### src/hdl/fractal_pkg.sv
// Fractal pixel generator shared definitions
// Q8.24 number format, raster size and the structs passed between blocks

package fractal_pkg;

    ////////////////////////////////////////////////////////////////////
    // Fixed point and iteration
    ////////////////////////////////////////////////////////////////////
    localparam int INTEGER_BITS    = 8;
    localparam int FRACTIONAL_BITS = 24;
    localparam int COORD_WIDTH     = INTEGER_BITS + FRACTIONAL_BITS;
    localparam int ITER_WIDTH      = 16;

    typedef logic signed [COORD_WIDTH-1:0] coord_t;
    typedef logic [ITER_WIDTH-1:0]         iter_t;

    localparam coord_t ESCAPE_LIMIT = coord_t'(4 << FRACTIONAL_BITS); // 4.0

    ////////////////////////////////////////////////////////////////////
    // Raster and stream
    ////////////////////////////////////////////////////////////////////
    localparam int FRAME_WIDTH  = 64;
    localparam int FRAME_HEIGHT = 48;
    localparam int X_WIDTH      = $clog2(FRAME_WIDTH);
    localparam int Y_WIDTH      = $clog2(FRAME_HEIGHT);

    localparam int PIXEL_BITS   = 24;
    localparam int STREAM_WIDTH = 32;
    localparam int FIFO_DEPTH   = 4;

    // Sampled at every frame start
    typedef struct packed {
        coord_t start_x;
        coord_t start_y;
        coord_t step;
        iter_t  max_iter;
        logic   julia;      // 0 Mandelbrot, 1 Julia
        coord_t cx;
        coord_t cy;
    } fractal_cfg_t;

    typedef struct packed {
        coord_t zx;
        coord_t zy;
        logic   sof;
        logic   eol;
    } pixel_job_t;

    typedef struct packed {
        iter_t iter;
        logic  sof;
        logic  eol;
    } pixel_result_t;

endpackage
### src/hdl/pixel_scan.sv
// Raster walker for the fractal generator
// Steps the complex coordinate and hands one pixel at a time to the core

`timescale 1ns/100ps

module pixel_scan (
    input  logic                       out_stream_aclk,
    input  logic                       axi_resetn,
    input  fractal_pkg::fractal_cfg_t  cfg_i,
    input  logic                       fifo_full_i,
    input  logic                       core_busy_i,
    output logic                       start_o,
    output fractal_pkg::pixel_job_t    job_o,
    output fractal_pkg::fractal_cfg_t  cfg_o
);

    import fractal_pkg::*;

    logic [X_WIDTH-1:0] x_cnt;
    logic [Y_WIDTH-1:0] y_cnt;
    coord_t             cur_x, cur_y;  // coordinate of the next pixel
    coord_t             px, py;
    fractal_cfg_t       cfg_q, cfg_now;
    pixel_job_t         job_q;
    logic               start_q;
    logic               issue;
    logic               frame_start, last_x, last_y;

    assign frame_start = (x_cnt == '0) && (y_cnt == '0);
    assign last_x      = (x_cnt == X_WIDTH'(FRAME_WIDTH - 1));
    assign last_y      = (y_cnt == Y_WIDTH'(FRAME_HEIGHT - 1));

    // New settings only at the top left pixel
    assign cfg_now = frame_start ? cfg_i : cfg_q;
    assign px      = frame_start ? cfg_i.start_x : cur_x;
    assign py      = frame_start ? cfg_i.start_y : cur_y;

    // Core idle, no start in flight, room in the FIFO
    assign issue = !core_busy_i && !start_q && !fifo_full_i;

    always_ff @(posedge out_stream_aclk) begin
        if (!axi_resetn) begin
            x_cnt   <= '0;
            y_cnt   <= '0;
            start_q <= 1'b0;
        end else begin
            start_q <= issue;
            if (issue) begin
                if (last_x) begin
                    x_cnt <= '0;
                    y_cnt <= last_y ? '0 : y_cnt + 1'b1;
                end else begin
                    x_cnt <= x_cnt + 1'b1;
                end
            end
        end
    end

    always_ff @(posedge out_stream_aclk) begin
        if (issue) begin
            cfg_q <= cfg_now;
            job_q <= '{zx: px, zy: py, sof: frame_start, eol: last_x};
            if (last_x) begin
                cur_x <= cfg_now.start_x;
                cur_y <= py - cfg_now.step;  // y runs downwards
            end else begin
                cur_x <= px + cfg_now.step;
                cur_y <= py;
            end
        end
    end

    assign start_o = start_q;
    assign job_o   = job_q;
    assign cfg_o   = cfg_q;

endmodule

### config.mk
export PLATFORM = sky130hd
export DESIGN_NAME = pixel_scan
export DESIGN_NICKNAME = d
export VERILOG_FILES = /design/src/hdl/fractal_pkg.sv /design/src/hdl/pixel_scan.sv
export SDC_FILE = /design/constraint.sdc
export NUM_CORES = 1
export LEC_CHECK = 0
export ABC_AREA = 1
export ABC_CLOCK_PERIOD_IN_PS = 23100
export BUFFER_PORTS_ARGS = -buffer_cell sky130_fd_sc_hd__buf_2
export CAP_MARGIN = 20
export CORE_MARGIN = 2
export CORE_UTILIZATION = 59
export DETAILED_ROUTE_END_ITERATION = 7
export GPL_ROUTABILITY_DRIVEN = 0
export PLACE_DENSITY = 0.87
export SYNTH_ARGS = -nofsm -noshare
export SYNTH_HDL_FRONTEND = slang
export SYNTH_SLANG_ARGS = --single-unit
### constraint.sdc
create_clock -name out_stream_aclk -period 23.1 [get_ports out_stream_aclk]
set_clock_uncertainty 0.2 [all_clocks]
set_input_delay 1.155 -clock out_stream_aclk [delete_from_list [all_inputs] [get_ports out_stream_aclk]]
set_output_delay 1.155 -clock out_stream_aclk [all_outputs]
set_load 0.05 [all_outputs]
[Word-level counts from Yosys, hierarchy flattened]
Index checks and enable logic that the tools add are counted.
Storage, ports and cells
  flip-flop bits (word level): 320
  input port bits: 181
  output and inout port bits: 244
  word-level logic and storage cells: 39
Cells by class
  $add $sub $neg: 4
  equality and inequality tests: 2
  mux-type cells: 7
  reductions and logical operators: 10
Operators with widths (number)
  $mux 177: 1
  $mux 32: 4
  $add 32x32->32: 1
  $sub 32x32->32: 1
  $add 6x1->6 const B: 2
  $eq 6x6->1 const B: 2
  $logic_not 6->1: 2
  $mux 6: 2
  $reduce_and 2->1: 2
  $logic_and 1x1->1: 3
  $logic_not 1->1: 3

[Depth between registers and ports, before layout]
  word-level depth: 5
  depth in mapped cells: 30
  depth with buffers taken out: 26

[Worst setup path before layout]
OpenSTA, ideal clock, no wires.
  path type: input to register
  from: input fifo_full_i
  to: register cfg_q (netlist bit cfg_o[0]) (enable)
  setup time: 0.586 ns
  arrival time: 14.800 ns
  required time: 22.314 ns
  setup slack: 7.513 ns
  cell stages on the path: 3
  path buffers: 0
  path through: nor3_2 > inv_1 > nor2_1
On the way
  longest elaborated chain between the ends: 3
Ends and longest elaborated chain
  start, declared: RTL line pixel_scan.sv:10  | input logic fifo_full_i,
  $logic_not 1->1: RTL line pixel_scan.sv:39  | assign issue = !core_busy_i && !start_q && !fifo_full_i;
  $logic_and 1x1->1: RTL line pixel_scan.sv:39
  $reduce_and 2->1 (no line)
  end signal, assigned: RTL line pixel_scan.sv:61  | cfg_q <= cfg_now;
  end, declared: RTL line pixel_scan.sv:23  | fractal_cfg_t cfg_q, cfg_now;
No other way between the ends.
A chain may end at the register's enable or synchronous reset.

==> flow_summary.toml <==
[run_status]
violations = "design-rule violations"
status = "finished with violations"

[min_path]
min_path_type = "reg2reg"

[clock_network]
cts-resized-gates = 0
root_buffer = "clkbuf_16"
cts_tree = "done"
clk_path_buf_depth = 3
clock_latency_ns = 0.52
cts_hold_buf = 0
htree_levels = 2
clkSinkCount = 320
cts_buffers = 35
clk_pin_slew_ns = 0.06
postCtsSetupBuffers = 0

[setup_path]
required_ns = 23.18
cp_common_cell = "nand2_1"
start_kind = "register"
cp_slowest_cell = "buf_4"
cpPeakStageDelay_ns = 0.78
crit_buf_inv = 4
crit_arrival_ns = 5.42
critPathKind = "reg2reg"
cp-end-kind = "register"
crit_path_cell_trace = "inv_1 -> ha_1 -> nand2_1 -> inv_1 -> nand2_2 -> inv_1 -> nand2_4 -> buf_4 -> nor2_1 -> nor2_8 -> nand2_2 -> fa_1 -> o21ai_0 -> nand2_1 -> nand2_1 -> nand3_1 -> nand2_1 -> nand2_2 -> o21ai_4 -> nand3_1 -> nand3_1 -> nand2_1 -> nand2_1 -> nand2_1"
crit_family = "simple AND/OR/NAND/NOR gates"
worstPathMaxFanout = 79

[detailed_routing]
num_vias = 15500
drt-total-wl_um = 52400
dr.pass1.iters = 8
routed_via_density = 5.60
drc = 12
ant_nets = 0
post_drt_wl_per_cell_um = 18.9
first_iter_violations = 1752

[yosys]
synth_ff_type = "edfxtp_1"
synth_fp_nets = 2170
yosysTopAreaCell = "edfxtp_1"
synth_seq_area_share = 0.547
synth_cell_type_count = 46
avgSynthCellArea_sq_um = 8.96
synth_cells = 1933
async_flop_share = 0
synthTopCellsByArea = "edfxtp_1 (53%), nand2_1 (14%), inv_1 (5.2%)"
synth_top_area_frac = 0.532
syn-cell-area_sq_mm = 0.0173
ys_ff_latch = 320
synth_edf_count = 307
yosys_warnings = 0

[global_routing]
grtUsageTotal = 0.332
antenna_found_initial = 1
grt_pass1_vias = 14900
grt_pass1_wl_um = 79300
grt_max_degree = 84
overflow = 0

[sta]
setup_viol = 0
setup_tns_ns = 0
final.period_utilization = 0.231
period_minus_slack_ns = 5.34
fin_hold_ws_ns = 0.297
hold_violations = 0
rsz0062_at_grt = "false"
slew_violations = 0
timing.fmax_ghz = 0.187
max_slew_margin = 0.272
worstMarginPinSlew_ns = 1.09

[placement]
placed_area_sq_mm = 0.0198
portBuffers = 424
hpwlAfterDp_um = 39400

[cells_and_area]
area_delta_synth_final_pct = 20.7
multi_input_area_sq_mm = 0.00667
final_util = 0.727
stdcell_area_sq_mm = 0.0209
fillers = 2094
seq_area_sq_mm = 0.00948
drive_gt1_frac = 0.260
finalNetCount = 2599

[die]
chipWidth_um = 175
core_sq_mm = 0.0288
initial_utilization = 0.602
fp-row-count = 62
pin_count = 425
fp.dieH_um = 175
fp.dieArea_sq_mm = 0.0307

[pwr]
powerDensity_mw_per_mm2 = 84.9
combPwrFrac = 0.292
switchingPower_w = 0.000623
power_frac_clock = 0.311
total_power_w = 0.00177
leakage_nw = 9.83
ir_drop_mv = 0.0537
p_sw_frac = 0.351
p_seq_frac = 0.397
internal-power_w = 0.00115

[job]
max-cap-violations = 0
==> cells in the final DEF (no fill, tap or decap), types with 17 or more instances in the layout <==
master     count
nand2_2       45
edfxtp_1     307
nor2_1       149
inv_1        240
nand3_1       89
o21ai_0      100
a21oi_1       69
ha_1          54
xor2_1        17
clkbuf_16     35
o21ai_1       18
inv_2         18
nand2_1      626
buf_2        424
==> cell families (layout without fill, tap and decap cells) <==
| family | after synthesis | in the layout | share of synthesized area |
|---|---|---|---|
| and+or+nand+nor | 1007 | 1007 | 0.256 |
| AOI/OAI and AO/OA | 221 | 221 | 0.0711 |
| other | 0 | 1 | 0 |
| xor gates and xnor gates | 29 | 29 | 0.0147 |
| adders and majority gates | 56 | 56 | 0.0413 |
| buffers and inverters | 300 | 755 | 0.0693 |
| DFF | 320 | 320 | 0.547 |
==> tightest hold or removal path: stages, from the launching register on <==
cell and delay, ns:
dfxtp_1 0.32, nand2_1 0.07, a21oi_1 0.06
==> layer usage <==
metal	global-route usage	vias up	wire length, um
li1	-	7208	-
met1	0.409	7130	18900
met2	0.574	992	25700
met3	0.0541	194	5200
met4	0.150	0	2580
met5	0	-	0
==> per-stage QoR <==
stage	setup slack, ns	instances
3_5_place_dp	17.91	2709
6_report	17.76	2773
4_1_cts	17.89	2772
3_3_place_gp	18.06	2709
2_1_floorplan	7.51	1933
5_1_grt	17.44	2773
==> power groups by stage <==
| stage | Clock [W] | Combinational (W) | Sequential [W] |
|---|---|---|---|
| global placement | 0 | 0.000488 | 0.000715 |
| CTS | 0.000556 | 0.000507 | 0.000704 |
| finish | 0.000552 | 0.000519 | 0.000704 |
| global route | 0.000578 | 0.000564 | 0.000706 |
| floorplan | 0 | 0.000295 | 0.000795 |
| detailed placement | 0 | 0.000502 | 0.000715 |
==> Yosys cell counts (2+ instances only) <==
master    instances
nand2_1         626
edfxtp_1        307
inv_1           240
nor2_1          151
o21ai_0         100
nand3_1          89
a21oi_1          69
ha_1             54
nand2_2          46
clkbuf_1         21
inv_2            18
o21ai_1          18
xor2_1           17
nand4_1          16
nor2_2           16
nand2_4          14
dfxtp_1          13
nor3_1           12
o21ai_2          12
xnor2_1          12
nand3b_1          9
buf_2             8
nor2_4            8
buf_6             6
nand3_2           6
o21a_1            5
buf_1             4
o211ai_1          4
a211oi_1          3
nor2_8            3
nor3_2            3
nor4_1            3
o21ai_4           3
o21bai_1          3
fa_1              2
or2_1             2
==> flip-flops by register name, summed over array words and instances, names as in the netlist <==
signal   flops
job_o       66
cur_y       32
start_o      1
x_cnt        6
y_cnt        6
cfg_o      177
cur_x       32
==> final timing paths <==
kind | from | slack [ns] | cells after the start | endpoint
setup reg to reg | x_cnt[0]$_SDFFE_PN0P_ | 17.76 | 24 | cur_x[28]$_DFFE_PP_
setup / recovery | x_cnt[0]$_SDFFE_PN0P_ | 17.76 | 24 | cur_x[28]$_DFFE_PP_
hold / removal | y_cnt[0]$_SDFFE_PN0P_ | 0.30 | 2 | y_cnt[0]$_SDFFE_PN0P_
hold reg to reg | y_cnt[0]$_SDFFE_PN0P_ | 0.30 | 2 | y_cnt[0]$_SDFFE_PN0P_
==> layout make-up <==
class                   instances  share of cell area
multi-input cells            1313               0.319
inverters                     259              0.0465
diodes                          1            0.000120
repair buffers                433               0.105
clock inverters                23              0.0106
clock buffers                  40              0.0428
well taps                     384              0.0230
flip-flops and latches        320               0.453
No activity file was read; power rests on OpenSTA's default activity.
