File: src/hdl/fractal_pkg.sv
// Fractal pixel generator shared definitions
// Q8.24 number format, raster size and the structs passed between blocks

package fractal_pkg;

    ////////////////////////////////////////////////////////////////////
    // Fixed point and iteration
    ////////////////////////////////////////////////////////////////////
    localparam int INTEGER_BITS    = 8;
    localparam int FRACTIONAL_BITS = 24;
    localparam int COORD_WIDTH     = INTEGER_BITS + FRACTIONAL_BITS;
    localparam int ITER_WIDTH      = 16;

    typedef logic signed [COORD_WIDTH-1:0] coord_t;
    typedef logic [ITER_WIDTH-1:0]         iter_t;

    localparam coord_t ESCAPE_LIMIT = coord_t'(4 << FRACTIONAL_BITS); // 4.0

    ////////////////////////////////////////////////////////////////////
    // Raster and stream
    ////////////////////////////////////////////////////////////////////
    localparam int FRAME_WIDTH  = 64;
    localparam int FRAME_HEIGHT = 48;
    localparam int X_WIDTH      = $clog2(FRAME_WIDTH);
    localparam int Y_WIDTH      = $clog2(FRAME_HEIGHT);

    localparam int PIXEL_BITS   = 24;
    localparam int STREAM_WIDTH = 32;
    localparam int FIFO_DEPTH   = 4;

    // Sampled at every frame start
    typedef struct packed {
        coord_t start_x;
        coord_t start_y;
        coord_t step;
        iter_t  max_iter;
        logic   julia;      // 0 Mandelbrot, 1 Julia
        coord_t cx;
        coord_t cy;
    } fractal_cfg_t;

    typedef struct packed {
        coord_t zx;
        coord_t zy;
        logic   sof;
        logic   eol;
    } pixel_job_t;

    typedef struct packed {
        iter_t iter;
        logic  sof;
        logic  eol;
    } pixel_result_t;

endpackage
File: src/hdl/pixel_fifo.sv
// Finished pixel buffer
// Circular FIFO between the iteration core and the stream packer

`timescale 1ns/100ps

module pixel_fifo (
    input  logic                        out_stream_aclk,
    input  logic                        axi_resetn,
    input  logic                        wr_i,
    input  fractal_pkg::pixel_result_t  wr_data_i,
    input  logic                        rd_i,
    output fractal_pkg::pixel_result_t  rd_data_o,
    output logic                        full_o,
    output logic                        empty_o
);

    import fractal_pkg::*;

    pixel_result_t mem [FIFO_DEPTH];

    logic [$clog2(FIFO_DEPTH)-1:0]   wr_ptr, rd_ptr;
    logic [$clog2(FIFO_DEPTH+1)-1:0] count;
    logic                            do_rd;

    assign do_rd = rd_i && !empty_o;

    always_ff @(posedge out_stream_aclk) begin
        if (wr_i) begin
            mem[wr_ptr] <= wr_data_i;
        end
    end

    always_ff @(posedge out_stream_aclk) begin
        if (!axi_resetn) begin
            wr_ptr <= '0;
            rd_ptr <= '0;
            count  <= '0;
        end else begin
            if (wr_i) wr_ptr <= wr_ptr + 1'b1;
            if (do_rd) rd_ptr <= rd_ptr + 1'b1;
            case ({wr_i, do_rd})
                2'b10:   count <= count + 1'b1;
                2'b01:   count <= count - 1'b1;
                default: count <= count;
            endcase
        end
    end

    assign rd_data_o = mem[rd_ptr];  // head entry, valid while not empty
    assign full_o    = (count == FIFO_DEPTH);
    assign empty_o   = (count == '0);

endmodule

File: config.mk
export PLATFORM = sky130hd
export DESIGN_NAME = pixel_fifo
export DESIGN_NICKNAME = d
export VERILOG_FILES = /design/src/hdl/fractal_pkg.sv /design/src/hdl/pixel_fifo.sv
export SDC_FILE = /design/constraint.sdc
export NUM_CORES = 1
export LEC_CHECK = 0
export ABC_CLOCK_PERIOD_IN_PS = 3400
export BUFFER_PORTS_ARGS = -buffer_cell sky130_fd_sc_hd__buf_2
export CELL_PAD_IN_SITES_DETAIL_PLACEMENT = 1
export CELL_PAD_IN_SITES_GLOBAL_PLACEMENT = 1
export CORE_MARGIN = 2
export CORE_UTILIZATION = 40
export CTS_BUF_LIST = sky130_fd_sc_hd__clkbuf_4 sky130_fd_sc_hd__clkbuf_8
export CTS_CLUSTER_SIZE = 30
export DETAILED_ROUTE_END_ITERATION = 10
export GPL_TIMING_DRIVEN = 1
export PLACE_DENSITY = 0.74
export REMOVE_ABC_BUFFERS = 1
export SYNTH_ARGS = -nofsm -noshare
export SYNTH_HDL_FRONTEND = slang
export SYNTH_SLANG_ARGS = --single-unit
File: constraint.sdc
create_clock -name out_stream_aclk -period 3.4 [get_ports out_stream_aclk]
set_clock_uncertainty 0.05 [all_clocks]
set_input_delay 0.17 -clock out_stream_aclk [delete_from_list [all_inputs] [get_ports out_stream_aclk]]
set_output_delay 0.17 -clock out_stream_aclk [all_outputs]
set_load 0.05 [all_outputs]
# Word-level counts from Yosys, hierarchy flattened
# Memories as Yosys holds them, arrays and structs flattened. A register that Yosys moved wholly into a read port is not among the register bits.
# Cells that the tools add are included.
classes:
  n_reduce_logical: 4
  n_mux: 5
  add_sub_neg: 4
  n_eq_ne: 3
op_table:
  columns: ["op", "count"]
  rows:
  - ["$pmux W3 S2", 1]
  - ["$add A2 B1 Y2 const B", 2]
  - ["$mux W2", 2]
  - ["$add A3 B1 Y3 const B", 1]
  - ["$eq A3 B3 Y1 const B", 1]
  - ["$logic_not A3 Y1", 1]
  - ["$sub A3 B1 Y3 const B", 1]
  - ["$eq A2 B1 Y1 const B", 1]
  - ["$eq A2 B2 Y1 const B", 1]
  - ["$mux W1", 2]
  - ["$reduce_bool A2 Y1", 1]
  - ["$logic_and A1 B1 Y1", 1]
  - ["$logic_not A1 Y1", 1]
word_totals:
  elab_cells: 20
  mem_bits_rw: 72
  mem_count: 1
  output_inout_bits: 20
  in_bits: 22
  regBits: 7
memory_table:
  columns: ["name", "depth", "width", "rd", "rd_ports_with_merged_regs", "write_ports", "line", "rtl"]
  rows:
  - ["mem", 4, 18, 1, 1, 1, "pixel_fifo.sv:19", "pixel_result_t mem [FIFO_DEPTH];"]

# Depth between registers and ports, before layout
logic_depth:
  ltp_word: 5
  mapped_depth: 8
  mapped_depth_nobuf: 8

# Worst setup path before layout
# OpenSTA, ideal clock, no wires.
synth_path:
  kind: "reg-to-reg"
  start: "register count[1]"
  end: "register count[2]"
  t_arrival_ns: 2.189
  slack_ns: 1.085
  stages_incl_launch_ff: 9
  setup_time_ns: 0.076
  period_less_slack_ns: 2.315
  n_path_buf: 0
  required_ns: 3.274
  cell_sequence: "dfxtp_1 nor3_2 nor2b_1 ha_1 inv_1 fa_1 xor2_1 or3_1 a21boi_0"
synth_via:
  elab_chain_cells: 5
  word_cells_on_any_way: 9
  cone_classes: "add/sub: 2; eq/ne: 2; mux: 1; reduce/logical: 4"
synth_lines:
  columns: ["item", "line", "rtl"]
  rows:
  - ["start: declaration", "pixel_fifo.sv:22", "logic [$clog2(FIFO_DEPTH+1)-1:0] count;"]
  - ["start signal: assignment", "pixel_fifo.sv:42", "2'b10: count <= count + 1'b1;"]
  - ["start signal: assignment", "pixel_fifo.sv:43", "2'b01: count <= count - 1'b1;"]
  - ["start signal: assignment", "pixel_fifo.sv:44", "default: count <= count;"]
  - ["$logic_not A3 Y1 (*)", "pixel_fifo.sv:51", "assign empty_o = (count == '0);"]
  - ["via empty_o", "pixel_fifo.sv:14", "output logic empty_o"]
  - ["$logic_not A1 Y1 (*)", "pixel_fifo.sv:25", "assign do_rd = rd_i && !empty_o;"]
  - ["$logic_and A1 B1 Y1 (*)", "pixel_fifo.sv:25", null]
  - ["via do_rd", "pixel_fifo.sv:23", "logic do_rd;"]
  - ["$eq A2 B1 Y1 or $eq A2 B2 Y1 (tied branches)", "pixel_fifo.sv:41", "case ({wr_i, do_rd})"]
  - ["$pmux W3 S2 or $reduce_bool A2 Y1 (tied branches)", null, null]
# Mark *: on every way through the listed nets, which the timed path passes. The rest lies on a longest branch.
# A chain may end at the register's enable or synchronous reset.

==> impl_metrics.env <==
export IMPL_status="finished, final reports clean"
export IMPL_htreeDepth=3
export IMPL_p_int_mw=1.76
export IMPL_final_core_util_pct=49.7
export IMPL_synth_edf_count=72
export IMPL_fin_nets=237
export IMPL_whs_ns=0.0162
export IMPL_yosys_register_bits=81
export IMPL_synth_compound_area_share_pct=1.29
export IMPL_reg2reg_from="count[0]"
export IMPL_synth_common_cells="edfxtp_1, mux4_2, dfxtp_1"
export IMPL_endpoint="rd_data_o[13]"
export IMPL_gp_congestion=0.691
export IMPL_worst_setup_path_type="reg -> out"
export IMPL_p_sw_uw=917
export IMPL_drc=0
export IMPL_synth_area_sq_mm=0.00311
export IMPL_hold_buffers=17
export IMPL_hp_class="in -> reg"
export IMPL_p_comb_share_pct=29.2
export IMPL_p_sw_share_pct=34.2
export IMPL_post_drt_wl_per_cell_microns=17.5
export IMPL_fin_setup_tns_ns=0
export IMPL_rows=32
export IMPL_place_area_sq_mm=0.00341
export IMPL_synth_ff_type="edfxtp_1"
export IMPL_async_reset_ff_share_pct=0
export IMPL_slew_viol_final=0
export IMPL_dieHeight_microns=92.1
export IMPL_max_freq_mhz=477
export IMPL_viasPerCell=4.88
export IMPL_synthMuxAreaShare_pct=14.3
export IMPL_grt_util_all_layers_pct=14.3
export IMPL_stdcell_count=316
export IMPL_postCtsSetupBuffers=0
export IMPL_clkPwrFrac_pct=26.1
export IMPL_cp_max_fo=18
export IMPL_areaGrowthSynthToFinish_pct=21.5
export IMPL_clock_sinks=81
export IMPL_firstDrtPassIters=4
export IMPL_insertedDiodeCount=0
export IMPL_cp_end_kind="primary output"
export IMPL_clkTransAtPathRegs_ns=0.08
export IMPL_vias=1542
export IMPL_syn_inst=143
export IMPL_core_area_sq_mm=0.00761
export IMPL_synth_top_area_share_pct=69.6
export IMPL_wl_met2_microns=2940
export IMPL_synth_avg_cell_area_sq_um=21.7
export IMPL_reg2reg_slack_ns=1.37
export IMPL_fin_crit_ns=2.09
export IMPL_grt_pass1_vias=1741
export IMPL_wl_met3_microns=178
export IMPL_start_kind="flip-flop"
export IMPL_yosysTopAreaCell="edfxtp_1"
export IMPL_rsz0062_at_grt="false"
export IMPL_yosysMostFrequentCell="edfxtp_1"
export IMPL_die_area_sq_mm=0.00849
export IMPL_grt_pass1_wl_microns=8960
export IMPL_hold_violations=0
export IMPL_start_util_pct=40.9
export IMPL_fin_area_sq_mm=0.00378
export IMPL_slew_headroom_pct=33.3
export IMPL_p_total_mw=2.68
export IMPL_wl_met1_microns=2370
export IMPL_drv_cap=0
export IMPL_wl_microns=5520
export IMPL_synth_fa_ha_area_share_pct=2.66
export IMPL_cellLeakagePower_nw=1.31
export IMPL_power_share_sequential_pct=44.7
export IMPL_synth_seq_area_share_pct=75.4
export IMPL_antenna_found_initial=0
export IMPL_post_cts_resized=0
export IMPL_clk_path_buf_depth=2
export IMPL_yosysUniqueCellTypes=22
export IMPL_synth_top_family_by_area="multiplexers"
export IMPL_pwr_density_cell_mw_per_mm2=710
export IMPL_ir_worst_vdd_uv=532
export IMPL_ant_nets=0
export IMPL_port_buffers=41
export IMPL_cts_root_buf="clkbuf_8"
export IMPL_placed_cells=283
export IMPL_worst_pin_slew_ns=1.00
export IMPL_die_w_microns=92.1
export IMPL_cts_tree="yes"
export IMPL_cts_buffers=9
export IMPL_hp_start="wr_data_i[9]"
export IMPL_synthSimpleGateAreaFrac_pct=3.46
export IMPL_grt_ovfl_total=0
export IMPL_layout_drive_gt1_share_pct=32.2
export IMPL_hpwl_microns=3470
export IMPL_synth_area_top_cells="edfxtp_1, mux4_2, mux4_1, dfxtp_1, ha_1"
export IMPL_ios=42
export IMPL_required_ns=3.18
export IMPL_period_share_pct=61.6
export IMPL_dp_slack_ns=1.40
export IMPL_synth_xor_area_share_pct=0.845
export IMPL_worst_slack_ns=1.31
export IMPL_regToRegEndpoint="count[2]"
export IMPL_finalSetupViolations=0
export IMPL_drt_iter0_markers=122
export IMPL_cp_arrival_ns=1.87
export IMPL_clk_latency_ns=0.33
export IMPL_highest_layer="met4"
export IMPL_synth_warnings=0
export IMPL_r2r_cells=8
export IMPL_grt_max_degree=19
worst max-delay path: stages (launching register included):
cell and delay (ns):
dfxtp_1 0.87, mux4_1 0.43, buf_2 0.24
state kept, by name, indices dropped and copies added, names as in the netlist, named ones only:
name    flops
count       3
mem        72
rd_ptr      2
wr_ptr      2
worst min-delay path by stage:
stage                       endpoint  slack (ns)  cells after the start
after CTS                  mem[2][9]        0.01                      1
after detailed placement  mem[0][13]        0.34                      1
final                      mem[2][9]        0.02                      1
after floorplan            mem[0][0]        0.22                      0
after global routing       mem[2][9]       0.005                      1
after global placement    mem[1][12]        0.34                      1
layout by cell type (no fill, tap or decap), types with 3 or more instances in the layout:
cell and n:
nand2_1 3, and2_1 7, clkbuf_8 9, mux4_2 10
buf_2 41, dfxtp_1 9, dlygate4sd3_1 17, mux4_1 8
ha_1 5, edfxtp_1 72, inv_6 3, o21ai_0 5
inv_1 6
layout make-up:
type                       instances  area [sq um]
clock buffer                       9           124
clock inverter                     7          76.3
fill                             721          3830
inverter                           6          22.5
multi-input combinational         52           702
sequential                        81          2340
tap                              102           128
timing repair buffer              59           383
cells by family (layout without fill, tap and decap cells):
| group | count (synthesis) | after routing |
|---|---|---|
| DFF | 81 | 81 |
| muxes | 19 | 19 |
| and+or+nand+nor | 17 | 17 |
| buffers and inverters | 10 | 81 |
| AOI/OAI and AO/OA | 7 | 7 |
| adders and majority gates | 6 | 6 |
| xor gates and xnor gates | 3 | 3 |
power by group through the flow:
stage	Clock (mW)	Combinational, mW	Sequential (mW)
after global routing	0.769	0.837	1.21
final	0.701	0.782	1.20
after global placement	0	0.761	1.22
after CTS	0.723	0.794	1.20
after floorplan	0	0.569	1.24
after detailed placement	0	0.777	1.22
layer usage:
layer / vias to the layer above / global-route usage (%)
li1: 709 / -
met3: 5 / 3.86
met1: 795 / 17.6
met4: 0 / 4.48
met2: 33 / 24.7
met5: - / 0
Power figures use the tool's default switching activity.
