$ cat src/hdl/fractal_pkg.sv
// Fractal pixel generator shared definitions
// Q8.24 number format, raster size and the structs passed between blocks

package fractal_pkg;

    ////////////////////////////////////////////////////////////////////
    // Fixed point and iteration
    ////////////////////////////////////////////////////////////////////
    localparam int INTEGER_BITS    = 8;
    localparam int FRACTIONAL_BITS = 24;
    localparam int COORD_WIDTH     = INTEGER_BITS + FRACTIONAL_BITS;
    localparam int ITER_WIDTH      = 16;

    typedef logic signed [COORD_WIDTH-1:0] coord_t;
    typedef logic [ITER_WIDTH-1:0]         iter_t;

    localparam coord_t ESCAPE_LIMIT = coord_t'(4 << FRACTIONAL_BITS); // 4.0

    ////////////////////////////////////////////////////////////////////
    // Raster and stream
    ////////////////////////////////////////////////////////////////////
    localparam int FRAME_WIDTH  = 64;
    localparam int FRAME_HEIGHT = 48;
    localparam int X_WIDTH      = $clog2(FRAME_WIDTH);
    localparam int Y_WIDTH      = $clog2(FRAME_HEIGHT);

    localparam int PIXEL_BITS   = 24;
    localparam int STREAM_WIDTH = 32;
    localparam int FIFO_DEPTH   = 4;

    // Sampled at every frame start
    typedef struct packed {
        coord_t start_x;
        coord_t start_y;
        coord_t step;
        iter_t  max_iter;
        logic   julia;      // 0 Mandelbrot, 1 Julia
        coord_t cx;
        coord_t cy;
    } fractal_cfg_t;

    typedef struct packed {
        coord_t zx;
        coord_t zy;
        logic   sof;
        logic   eol;
    } pixel_job_t;

    typedef struct packed {
        iter_t iter;
        logic  sof;
        logic  eol;
    } pixel_result_t;

endpackage
$ cat src/hdl/stream_packer.sv
// Colour mapping and stream packing
// Four 24-bit pixels go out as three 32-bit AXI-Stream words

`timescale 1ns/100ps

module stream_packer (
    input  logic                        out_stream_aclk,
    input  logic                        axi_resetn,
    input  fractal_pkg::pixel_result_t  pixel_i,
    input  logic                        empty_i,
    output logic                        pop_o,
    output logic [31:0]                 out_stream_tdata_o,
    output logic [3:0]                  out_stream_tkeep_o,
    output logic                        out_stream_tlast_o,
    output logic                        out_stream_tvalid_o,
    output logic                        out_stream_tuser_o,
    input  logic                        out_stream_tready_i
);

    import fractal_pkg::*;

    // Blue sits in the low byte
    typedef struct packed {
        logic [7:0] red;
        logic [7:0] green;
        logic [7:0] blue;
    } rgb_t;

    rgb_t                    pix;
    logic [PIXEL_BITS-1:0]   pix_bits;
    logic [PIXEL_BITS-1:0]   hold;       // bytes waiting for the next word
    logic [1:0]              phase;      // pixel index within a group of four
    logic                    sof_hold, eol_hold;
    logic [STREAM_WIDTH-1:0] word_d, tdata_q;
    logic                    last_d;
    logic                    tvalid_q, tlast_q, tuser_q;

    assign pix.red   = pixel_i.iter[7:0];
    assign pix.green = pixel_i.iter[7:0];
    assign pix.blue  = pixel_i.iter[15:8];
    assign pix_bits  = pix;

    // Pop only while the output register is free or being emptied
    assign pop_o = !empty_i && (!tvalid_q || out_stream_tready_i);

    always_comb begin
        case (phase)
            2'd1:    word_d = {pix_bits[7:0], hold[23:0]};
            2'd2:    word_d = {pix_bits[15:0], hold[15:0]};
            2'd3:    word_d = {pix_bits[23:0], hold[7:0]};
            default: word_d = '0;    // first pixel of a group, no word yet
        endcase
        // Last word of a group also completes the fourth pixel
        last_d = eol_hold | ((phase == 2'd3) & pixel_i.eol);
    end

    ////////////////////////////////////////////////////////////////////
    // Control
    ////////////////////////////////////////////////////////////////////
    always_ff @(posedge out_stream_aclk) begin
        if (!axi_resetn) begin
            phase    <= '0;
            tvalid_q <= 1'b0;
        end else begin
            if (tvalid_q && out_stream_tready_i) tvalid_q <= 1'b0;
            if (pop_o) begin
                phase <= phase + 1'b1;
                if (phase != 2'd0) tvalid_q <= 1'b1;
            end
        end
    end

    ////////////////////////////////////////////////////////////////////
    // Payload
    ////////////////////////////////////////////////////////////////////
    always_ff @(posedge out_stream_aclk) begin
        if (pop_o) begin
            eol_hold <= pixel_i.eol;
            case (phase)
                2'd0: begin
                    hold     <= pix_bits;
                    sof_hold <= pixel_i.sof;
                end
                2'd1: hold[15:0] <= pix_bits[23:8];
                2'd2: hold[7:0]  <= pix_bits[23:16];
                default: ;
            endcase
            if (phase != 2'd0) begin
                tdata_q <= word_d;
                tlast_q <= last_d;
                tuser_q <= (phase == 2'd1) & sof_hold;  // only the group's first word
            end
        end
    end

    assign out_stream_tdata_o  = tdata_q;
    assign out_stream_tkeep_o  = '1;
    assign out_stream_tlast_o  = tlast_q;
    assign out_stream_tvalid_o = tvalid_q;
    assign out_stream_tuser_o  = tuser_q;

endmodule

$ cat config.mk
export PLATFORM = sky130hd
export DESIGN_NAME = stream_packer
export DESIGN_NICKNAME = d
export VERILOG_FILES = /design/src/hdl/fractal_pkg.sv /design/src/hdl/stream_packer.sv
export SDC_FILE = /design/constraint.sdc
export NUM_CORES = 1
export LEC_CHECK = 0
export ABC_AREA = 1
export BUFFER_PORTS_ARGS = -buffer_cell sky130_fd_sc_hd__buf_4
export CAP_MARGIN = 20
export CORE_MARGIN = 2
export CORE_UTILIZATION = 55
export CTS_CLUSTER_SIZE = 12
export DETAILED_ROUTE_END_ITERATION = 10
export PLACE_DENSITY_LB_ADDON = 0.2
export SLEW_MARGIN = 25
export SYNTH_ARGS = -nofsm -noshare
export SYNTH_HDL_FRONTEND = slang
export SYNTH_SLANG_ARGS = --single-unit
$ cat constraint.sdc
create_clock -name out_stream_aclk -period 5.6 [get_ports out_stream_aclk]
set_input_delay 1.12 -clock out_stream_aclk [delete_from_list [all_inputs] [get_ports out_stream_aclk]]
set_output_delay 1.12 -clock out_stream_aclk [all_outputs]
set_load 0.03 [all_outputs]
# Yosys cells after proc, flatten, opt, wreduce, memory -nomap -nowiden
# Cells that the tools add are included.
# classes
add_sub_neg,1
n_eq_ne,3
n_mux,5
n_bitwise,3
reduce_logical,14
# op_table
cell,count
$pmux 32 s3,1
$pmux 8 s2,1
$reduce_and 2->1,4
$eq 2x2->1 const B,2
$reduce_bool 2->1,2
$reduce_or 2->1,2
$mux 1,3
$add 2x1->2 const B,1
$and 1x1->1,2
$eq 2x1->1 const B,1
$logic_and 1x1->1,2
$logic_not 1->1,2
$logic_not 2->1,1
$logic_or 1x1->1,1
$or 1x1->1,1
# totals
register_bits,63
inputBits,22
out_inout_bits,40
wordCells,36

# Longest topological paths before layout
# Gate-level depths: netlist (run 1).
# depth
word_depth,4
mapped_depth,9
ltp_nobuf,8

# Least setup slack after synthesis (run 1)
# No wires, ideal clock.
# synth_path
kind,input port to flip-flop
from,input out_stream_tready_i
to,"register tdata_q[0] (netlist: out_stream_tdata_o[0]), enable pin"
arrival_ps,2840
slack_ps,2335
path_stages,4
path_buffers,0
path_cell_list,inv_1 > nand2_1 > nand2_1 > nor2_1
# synth_between
elab_chain_len,3
# synth_rtl
item,line,text
from (decl),stream_packer.sv:17,input logic out_stream_tready_i
$logic_or 1x1->1,stream_packer.sv:44,assign pop_o = !empty_i && (!tvalid_q || out_stream_tready_i);
$logic_and 1x1->1,stream_packer.sv:44,
$reduce_and 2->1 (no line),--,
to (signal assigned),stream_packer.sv:89,tdata_q <= word_d;
to (decl),stream_packer.sv:34,"logic [STREAM_WIDTH-1:0] word_d, tdata_q;"
# Every way passes these cells.
# A chain may end at the register's enable or synchronous reset.

# Worst setup path in the final report (run 1)
# layout_path
from,input out_stream_tready_i
to,output pop_o
# layout_between
elab_chain_len,2
# layout_rtl
item,line,text
$logic_or 1x1->1,stream_packer.sv:44,
$logic_and 1x1->1,stream_packer.sv:44,
to (decl),stream_packer.sv:11,"output logic pop_o,"
# Every way passes these cells.

==> results of run 1 <==
-- worst paths after layout --
check                                 endpoint  cells after the start                  start
setup / recovery                         pop_o                      6    out_stream_tready_i
hold / removal    out_stream_tlast_o$_DFFE_PP_                      1     eol_hold$_DFFE_PP_
setup reg to reg            hold[15]$_DFFE_PP_                      3  phase[0]$_SDFFE_PN0P_
hold reg to reg   out_stream_tlast_o$_DFFE_PP_                      1     eol_hold$_DFFE_PP_
-- cells in the mapped netlist (all sizes together) --
cell and count:
a21oi 3, nand3 15, dfxtp 3, inv 39
nand2 118, conb 1, nor2 15, buf 13
a21o 1, edfxtp 60, ha 6, o21ai 7
-- kinds of logic (layout without fill, tap and decap cells) --
logic type / Yosys count / in the layout
AND/OR/NAND/NOR: 148 / 148
flip-flops: 63 / 63
buffers and inverters: 52 / 113
AO/OA/AOI/OAI: 11 / 11
adder cells (fa/ha/maj): 6 / 6
other: 1 / 4
-- state kept, by name, indices dropped and copies added, names as in the netlist --
register,cells
out_stream_tuser_o,1
out_stream_tvalid_o,1
sof_hold,1
eol_hold,1
out_stream_tlast_o,1
hold,24
out_stream_tdata_o,32
phase,2
-- through the flow --
stage               instance area (um2)  setup slack (ns)  utilization [%]
finish                             3470              2.63             68.9
floorplan                          2860              2.34                -
CTS                                3470              2.62             68.9
global placement                   3270              2.66             64.9
global route                       3470              2.55             68.9
detailed placement                 3270              2.63             64.9
-- power by group through the flow --
stage | Sequential (W) | Combinational, W | Clock [W]
final | 0.000575 | 0.000196 | 0.000409
after global routing | 0.000580 | 0.000215 | 0.000435
after CTS | 0.000575 | 0.000197 | 0.000415
after detailed placement | 0.000585 | 0.000195 | 0
after global placement | 0.000584 | 0.000191 | 0
after floorplan | 0.000620 | 0.000101 | 0
-- critical path: cells and delay by family --
kind,cells,cell delay [ns]
simple gates,2,0.32
buf+inv,4,0.41
-- cell type report --
| type | instances | area, um2 |
|---|---|---|
| sequential | 63 | 1860 |
| fill | 384 | 1570 |
| multi-input combinational | 169 | 739 |
| timing repair buffer | 58 | 435 |
| inverter | 39 | 146 |
| clock buffer | 11 | 131 |
| tap | 70 | 87.6 |
| clock inverter | 5 | 72.6 |
-- metal layers --
| metal | global-route usage (%) | vias up | routed length (um) |
|---|---|---|---|
| li1 | - | 999 | - |
| met1 | 25.3 | 912 | 2160 |
| met2 | 31.5 | 106 | 2570 |
| met3 | 3.81 | 23 | 391 |
| met4 | 11.6 | 0 | 163 |
| met5 | 0 | - | 0 |
==> out/summary.txt, run 1 <==
Synth Area in XOR/XNOR: 0%
Comb pwr share: 16.6%
Setup TNS: 0 ns
Endpoints failing setup: 0
Leakage power: 1.68 nW
Die width: 75.9 um
CTS tree: built
Share of cells above drive strength 1: 21.7%
Worst Setup Path Type: input pin to output pin
Largest net degree at the start of global routing: 34
CP Data Required Time: 4.48 ns
Cts repair resizes: 0
Vias/cell: 4.92
Status: finished, final reports clean
H-tree depth: 3
Slowest CP cell: nand2_1
Clock skew: 0.0103 ns
Actual slew at the worst max-slew pin: 0.905 ns
Clock Sinks: 63
Post-synthesis sequential area ratio: 65.4%
RSZ-0062 raised after global routing: false
Via count: 2040
GRT overflow: 0
Share of power burned in registers: 48.7%
Maximum VDD drop: 0.000201 V
Total power after layout: 0.00118 W
Cell Chain, Critical Path: buf_4 -> inv_1 -> nand2_1 -> nand2_1 -> inv_1 -> buf_4
Die Ht: 75.9 um
DIE AREA: 0.00576 mm2
Fin nets: 368
Synth Area in Simple Gates: 20.7%
Compound-gate portion of the synthesized area: 2.02%
Clock-pin slew on the worst setup and hold paths: 0.07 ns
Synth Register Bits: 63
Placed cells: 399
Post-route DRC: 0
Clock share of power: 34.7%
Main combinational cell family by area after synthesis: simple AND/OR/NAND/NOR gates
Flop2flop setup slack: 3.36 ns
Count of input and output buffers: 57
Clock Path Buffers: 2
Post-route insts no fill: 415
HP Class: flip-flop to flip-flop
Initial DRC count: 146
Core region area: 0.00504 mm2
Final Cycle Share: 53.1%
Mapped Cells: 281
Ant. Diodes: 0
Mapped Area: 0.00285 mm2
Initial Utilization: 56.4%
Drt wl/cell: 12.8 um
Fin Hold WS: 0.502 ns
MaxCap Viol Count: 0
Post-CTS Repair Setup Buffers: 0
Post-synthesis adder-cell area fraction: 2.64%
Total Wirelength: 5.29 mm
Psw: 0.000308 W
CTS Hold Bufs: 0
Post-DP HPWL: 3.54 mm
GP Congestion: 0.775
Vias in the first global route: 1925
Post-synthesis mux area share: 0%
Fmax: 337 MHz
Most frequent cells in the layout: 117 x nand2_1, 60 x edfxtp_1, 58 x buf_4
Critical Path End Type: output pin
First-pass GRT wire length: 8.78 mm
Switching Share: 26.1%
Cell taking the most area after synthesis: edfxtp_1
Synth area leaders: edfxtp_1 63%, nand2_1 15%, inv_1 4.9%, ha_1 2.6%, nand3_1 2.6%
Initial DRT Pass Iterations: 5
CP peak stage delay: 0.21 ns
Yosys cell types: 18
Synth top area share: 63.3%
Worst skew pair latency: 0.33 ns
Most common cell after layout, fill and taps aside: nand2_1
Total CTS buffers: 9
Area growth from synthesis to layout: 22.1%
Crit start category: input pin
CP max FO: 6
Power Density: 340 mW/mm2
Row Count: 26
Internal: 0.000872 W
Root Driver: clkbuf_8
Syn Area/Cell: 10.1 um2
Num ports: 62
Post-layout minimum cycle time: 2.97 ns
Max-slew headroom: 39.6%
ANT nets after route: 0
Pins over their slew limit: 0
Hold Fails Final Rpt: 0
Synth Warn #: 0
Initial antenna violation count: 0
CP arrival: 1.85 ns
GRT Overall Usage: 19.7%
No activity file was read; power rests on OpenSTA's default activity.
==> run 2: changes to the inputs <==
--- a/config.mk
+++ b/config.mk
@@ -5,11 +5,11 @@
 export SDC_FILE = /design/constraint.sdc
 export NUM_CORES = 1
 export LEC_CHECK = 0
-export ABC_AREA = 1
+export ABC_AREA = 0
 export BUFFER_PORTS_ARGS = -buffer_cell sky130_fd_sc_hd__buf_4
 export CAP_MARGIN = 20
 export CORE_MARGIN = 2
-export CORE_UTILIZATION = 55
+export CORE_UTILIZATION = 53
 export CTS_CLUSTER_SIZE = 12
 export DETAILED_ROUTE_END_ITERATION = 10
 export PLACE_DENSITY_LB_ADDON = 0.2
==> constraint.sdc (replaced) <==
create_clock -name out_stream_aclk -period 2.9 [get_ports out_stream_aclk]
set_input_delay 0.58 -clock out_stream_aclk [delete_from_list [all_inputs] [get_ports out_stream_aclk]]
set_output_delay 0.58 -clock out_stream_aclk [all_outputs]
set_load 0.03 [all_outputs]
==> out/summary.txt, run 2 <==
DIE AREA: 0.00553 mm2
Power Density: 657 mW/mm2
Mapped Area: 0.00262 mm2
CP Data Required Time: 2.32 ns
Initial Utilization: 55.2%
Die width: 74.4 um
Slowest CP cell: nor2b_1
Most common cell after layout, fill and taps aside: edfxtp_1
Synth Register Bits: 63
CP max FO: 6
Actual slew at the worst max-slew pin: 0.714 ns
Mapped Cells: 171
Ant. Diodes: 0
Cell Chain, Critical Path: nor2b_1 -> nor2_2 -> buf_4
Most frequent cells in the layout: 60 x edfxtp_1, 58 x buf_4, 26 x nor2_1
Met3 WL post-DR: 362 um
Endpoints failing setup: 0
Via count: 1615
Max reg flops: 32
Share of cells above drive strength 1: 35.9%
Max-slew headroom: 52.4%
Critical Path End Type: output pin
Root Driver: clkbuf_8
Initial antenna violation count: 0
Initial DRC count: 129
Fin Hold WS: 0.424 ns
Crit start category: flip-flop
Most common cell in the synthesized netlist: edfxtp_1
Fmax: 508 MHz
GP Congestion: 0.775
CP arrival: 1.39 ns
Synth top cells by count: 60 x edfxtp_1, 26 x nor2_1, 13 x a22oi_1, 10 x and2_1
Synth Warn #: 0
Fillcell total: 353
ANT nets after route: 0
Clock skew: 0.00878 ns
Post-route DRC: 0
Top Metal Used: met4
Vias in the first global route: 1539
Status: finished, final reports clean
Cell family with most CP delay: simple AND/OR/NAND/NOR gates
Num ports: 62
Post-CTS Repair Setup Buffers: 0
First-pass GRT wire length: 7.67 mm
Cell taking the most area after synthesis: edfxtp_1
H-tree depth: 3
HP Class: input pin to flip-flop
GRT Overall Usage: 19.7%
Synth top area share: 68.7%
Maximum VDD drop: 0.000433 V
M1 WL: 1.95 mm
Clock Sinks: 63
Leakage power: 1.23 nW
Metal2 WL: 2.50 mm
Total Wirelength: 4.92 mm
Core region area: 0.00475 mm2
Initial DRT Pass Iterations: 5
Pins over their slew limit: 0
Placed cells: 285
Count of input and output buffers: 57
CP peak stage delay: 0.38 ns
Row Count: 25
Yosys cell types: 23
Final Cycle Share: 67.9%
Post-synth EDFFs: 60
Finished Core Util: 68.3%
Synth area leaders: edfxtp_1 69%, a22oi_1 3.7%, nor2_1 3.7%, mux2_2 3.4%, a222oi_1 3.1%
Fin nets: 257
MaxCap Viol Count: 0
Post-synthesis sequential area ratio: 71.0%
GRT overflow: 0
CTS tree: built
Vias/cell: 5.37
Area growth from synthesis to layout: 23.8%
Post-DP HPWL: 3.29 mm
Setup TNS: 0 ns
Die Ht: 74.4 um
Cts repair resizes: 0
Post-route insts no fill: 301
Main synth FF type: edfxtp_1
Total CTS buffers: 9
RSZ-0062 raised after global routing: false
Asr flop ratio synth: 0%
CTS Hold Bufs: 0
Clock Path Buffers: 2
Worst Setup Path Type: flip-flop to output pin
Post-layout minimum cycle time: 1.97 ns
Hold Fails Final Rpt: 0
WP buf/inv: 1
Largest net degree at the start of global routing: 26
Clock-pin slew on the worst setup and hold paths: 0.06 ns
Syn Area/Cell: 15.3 um2
Worst skew pair latency: 0.34 ns
Drt wl/cell: 16.4 um
-- run 2: cell count changes after synthesis, sizes merged, moves of 7 or more --
cell / change
a22oi: +16
nand2: -114
nor2: +12
mux2: +8
and2: +10
nand3: -15
inv: -37
o21ai: -7
a222oi: +8
-- run 2: final cells by class --
type                       count  area (um2)  area share, %
sequential                    63        1860           57.3
clock inverter                 2        7.51          0.231
multi-input combinational     94         669           20.6
tap                           67        83.8           2.58
clock buffer                  14         163           5.01
timing repair buffer          59         455           14.0
inverter                       2        7.51          0.231
-- run 2: path summary, 6_finish.rpt --
path / from / endpoint / slack, ns / cells after the start
worst max-delay path: out_stream_tvalid_o$_SDFF_PN0_ / pop_o / 0.93 / 3
worst min-delay path: pixel_i[1] / sof_hold$_DFFE_PP_ / 0.42 / 1
worst max register to register: phase[1]$_SDFFE_PN0P_ / out_stream_tdata_o[10]$_DFFE_PP_ / 0.94 / 5
worst min register to register: eol_hold$_DFFE_PP_ / out_stream_tlast_o$_DFFE_PP_ / 0.52 / 1
-- run 2: logic make-up after synthesis --
kind of cell / count (synthesis) / share of synthesized area [%]
DFF: 63 / 71.0
and+or+nand+nor: 47 / 8.20
AOI/OAI and AO/OA: 27 / 9.06
buffers and inverters: 17 / 4.58
muxes: 10 / 4.20
adders and majority gates: 6 / 2.86
other: 1 / 0.143
-- run 2: worst reg2reg max path, delay by kind of cell, from the launching register on --
kind            cells  cell delay (ns)
compound gates      1             0.21
flops               1             0.41
buf+inv             1             0.11
fa+ha+maj           1             0.44
simple gates        2             0.55
-- run 2: report_power, final --
group          total, W  switching [W]  internal, W
clock          0.000651       0.000299     0.000352
combinational  0.000370       0.000235     0.000135
sequential      0.00111      0.0000219      0.00109
-- run 2: metal layers --
| metal | GRT usage, % | vias up |
|---|---|---|
| met5 | 0 | - |
| met4 | 9.52 | 0 |
| met3 | 5.83 | 10 |
| met2 | 32.7 | 74 |
| met1 | 23.6 | 777 |
| li1 | - | 754 |
-- run 2: metrics by stage --
stage | setup slack (ns) | power (W) | area, um2
2_1_floorplan | 0.390 | 0.00138 | 2640
3_3_place_gp | 0.993 | 0.00149 | 3070
3_5_place_dp | 0.893 | 0.00150 | 3070
4_1_cts | 0.946 | 0.00215 | 3240
5_1_grt | 0.792 | 0.00222 | 3250
6_report | 0.930 | 0.00213 | 3250
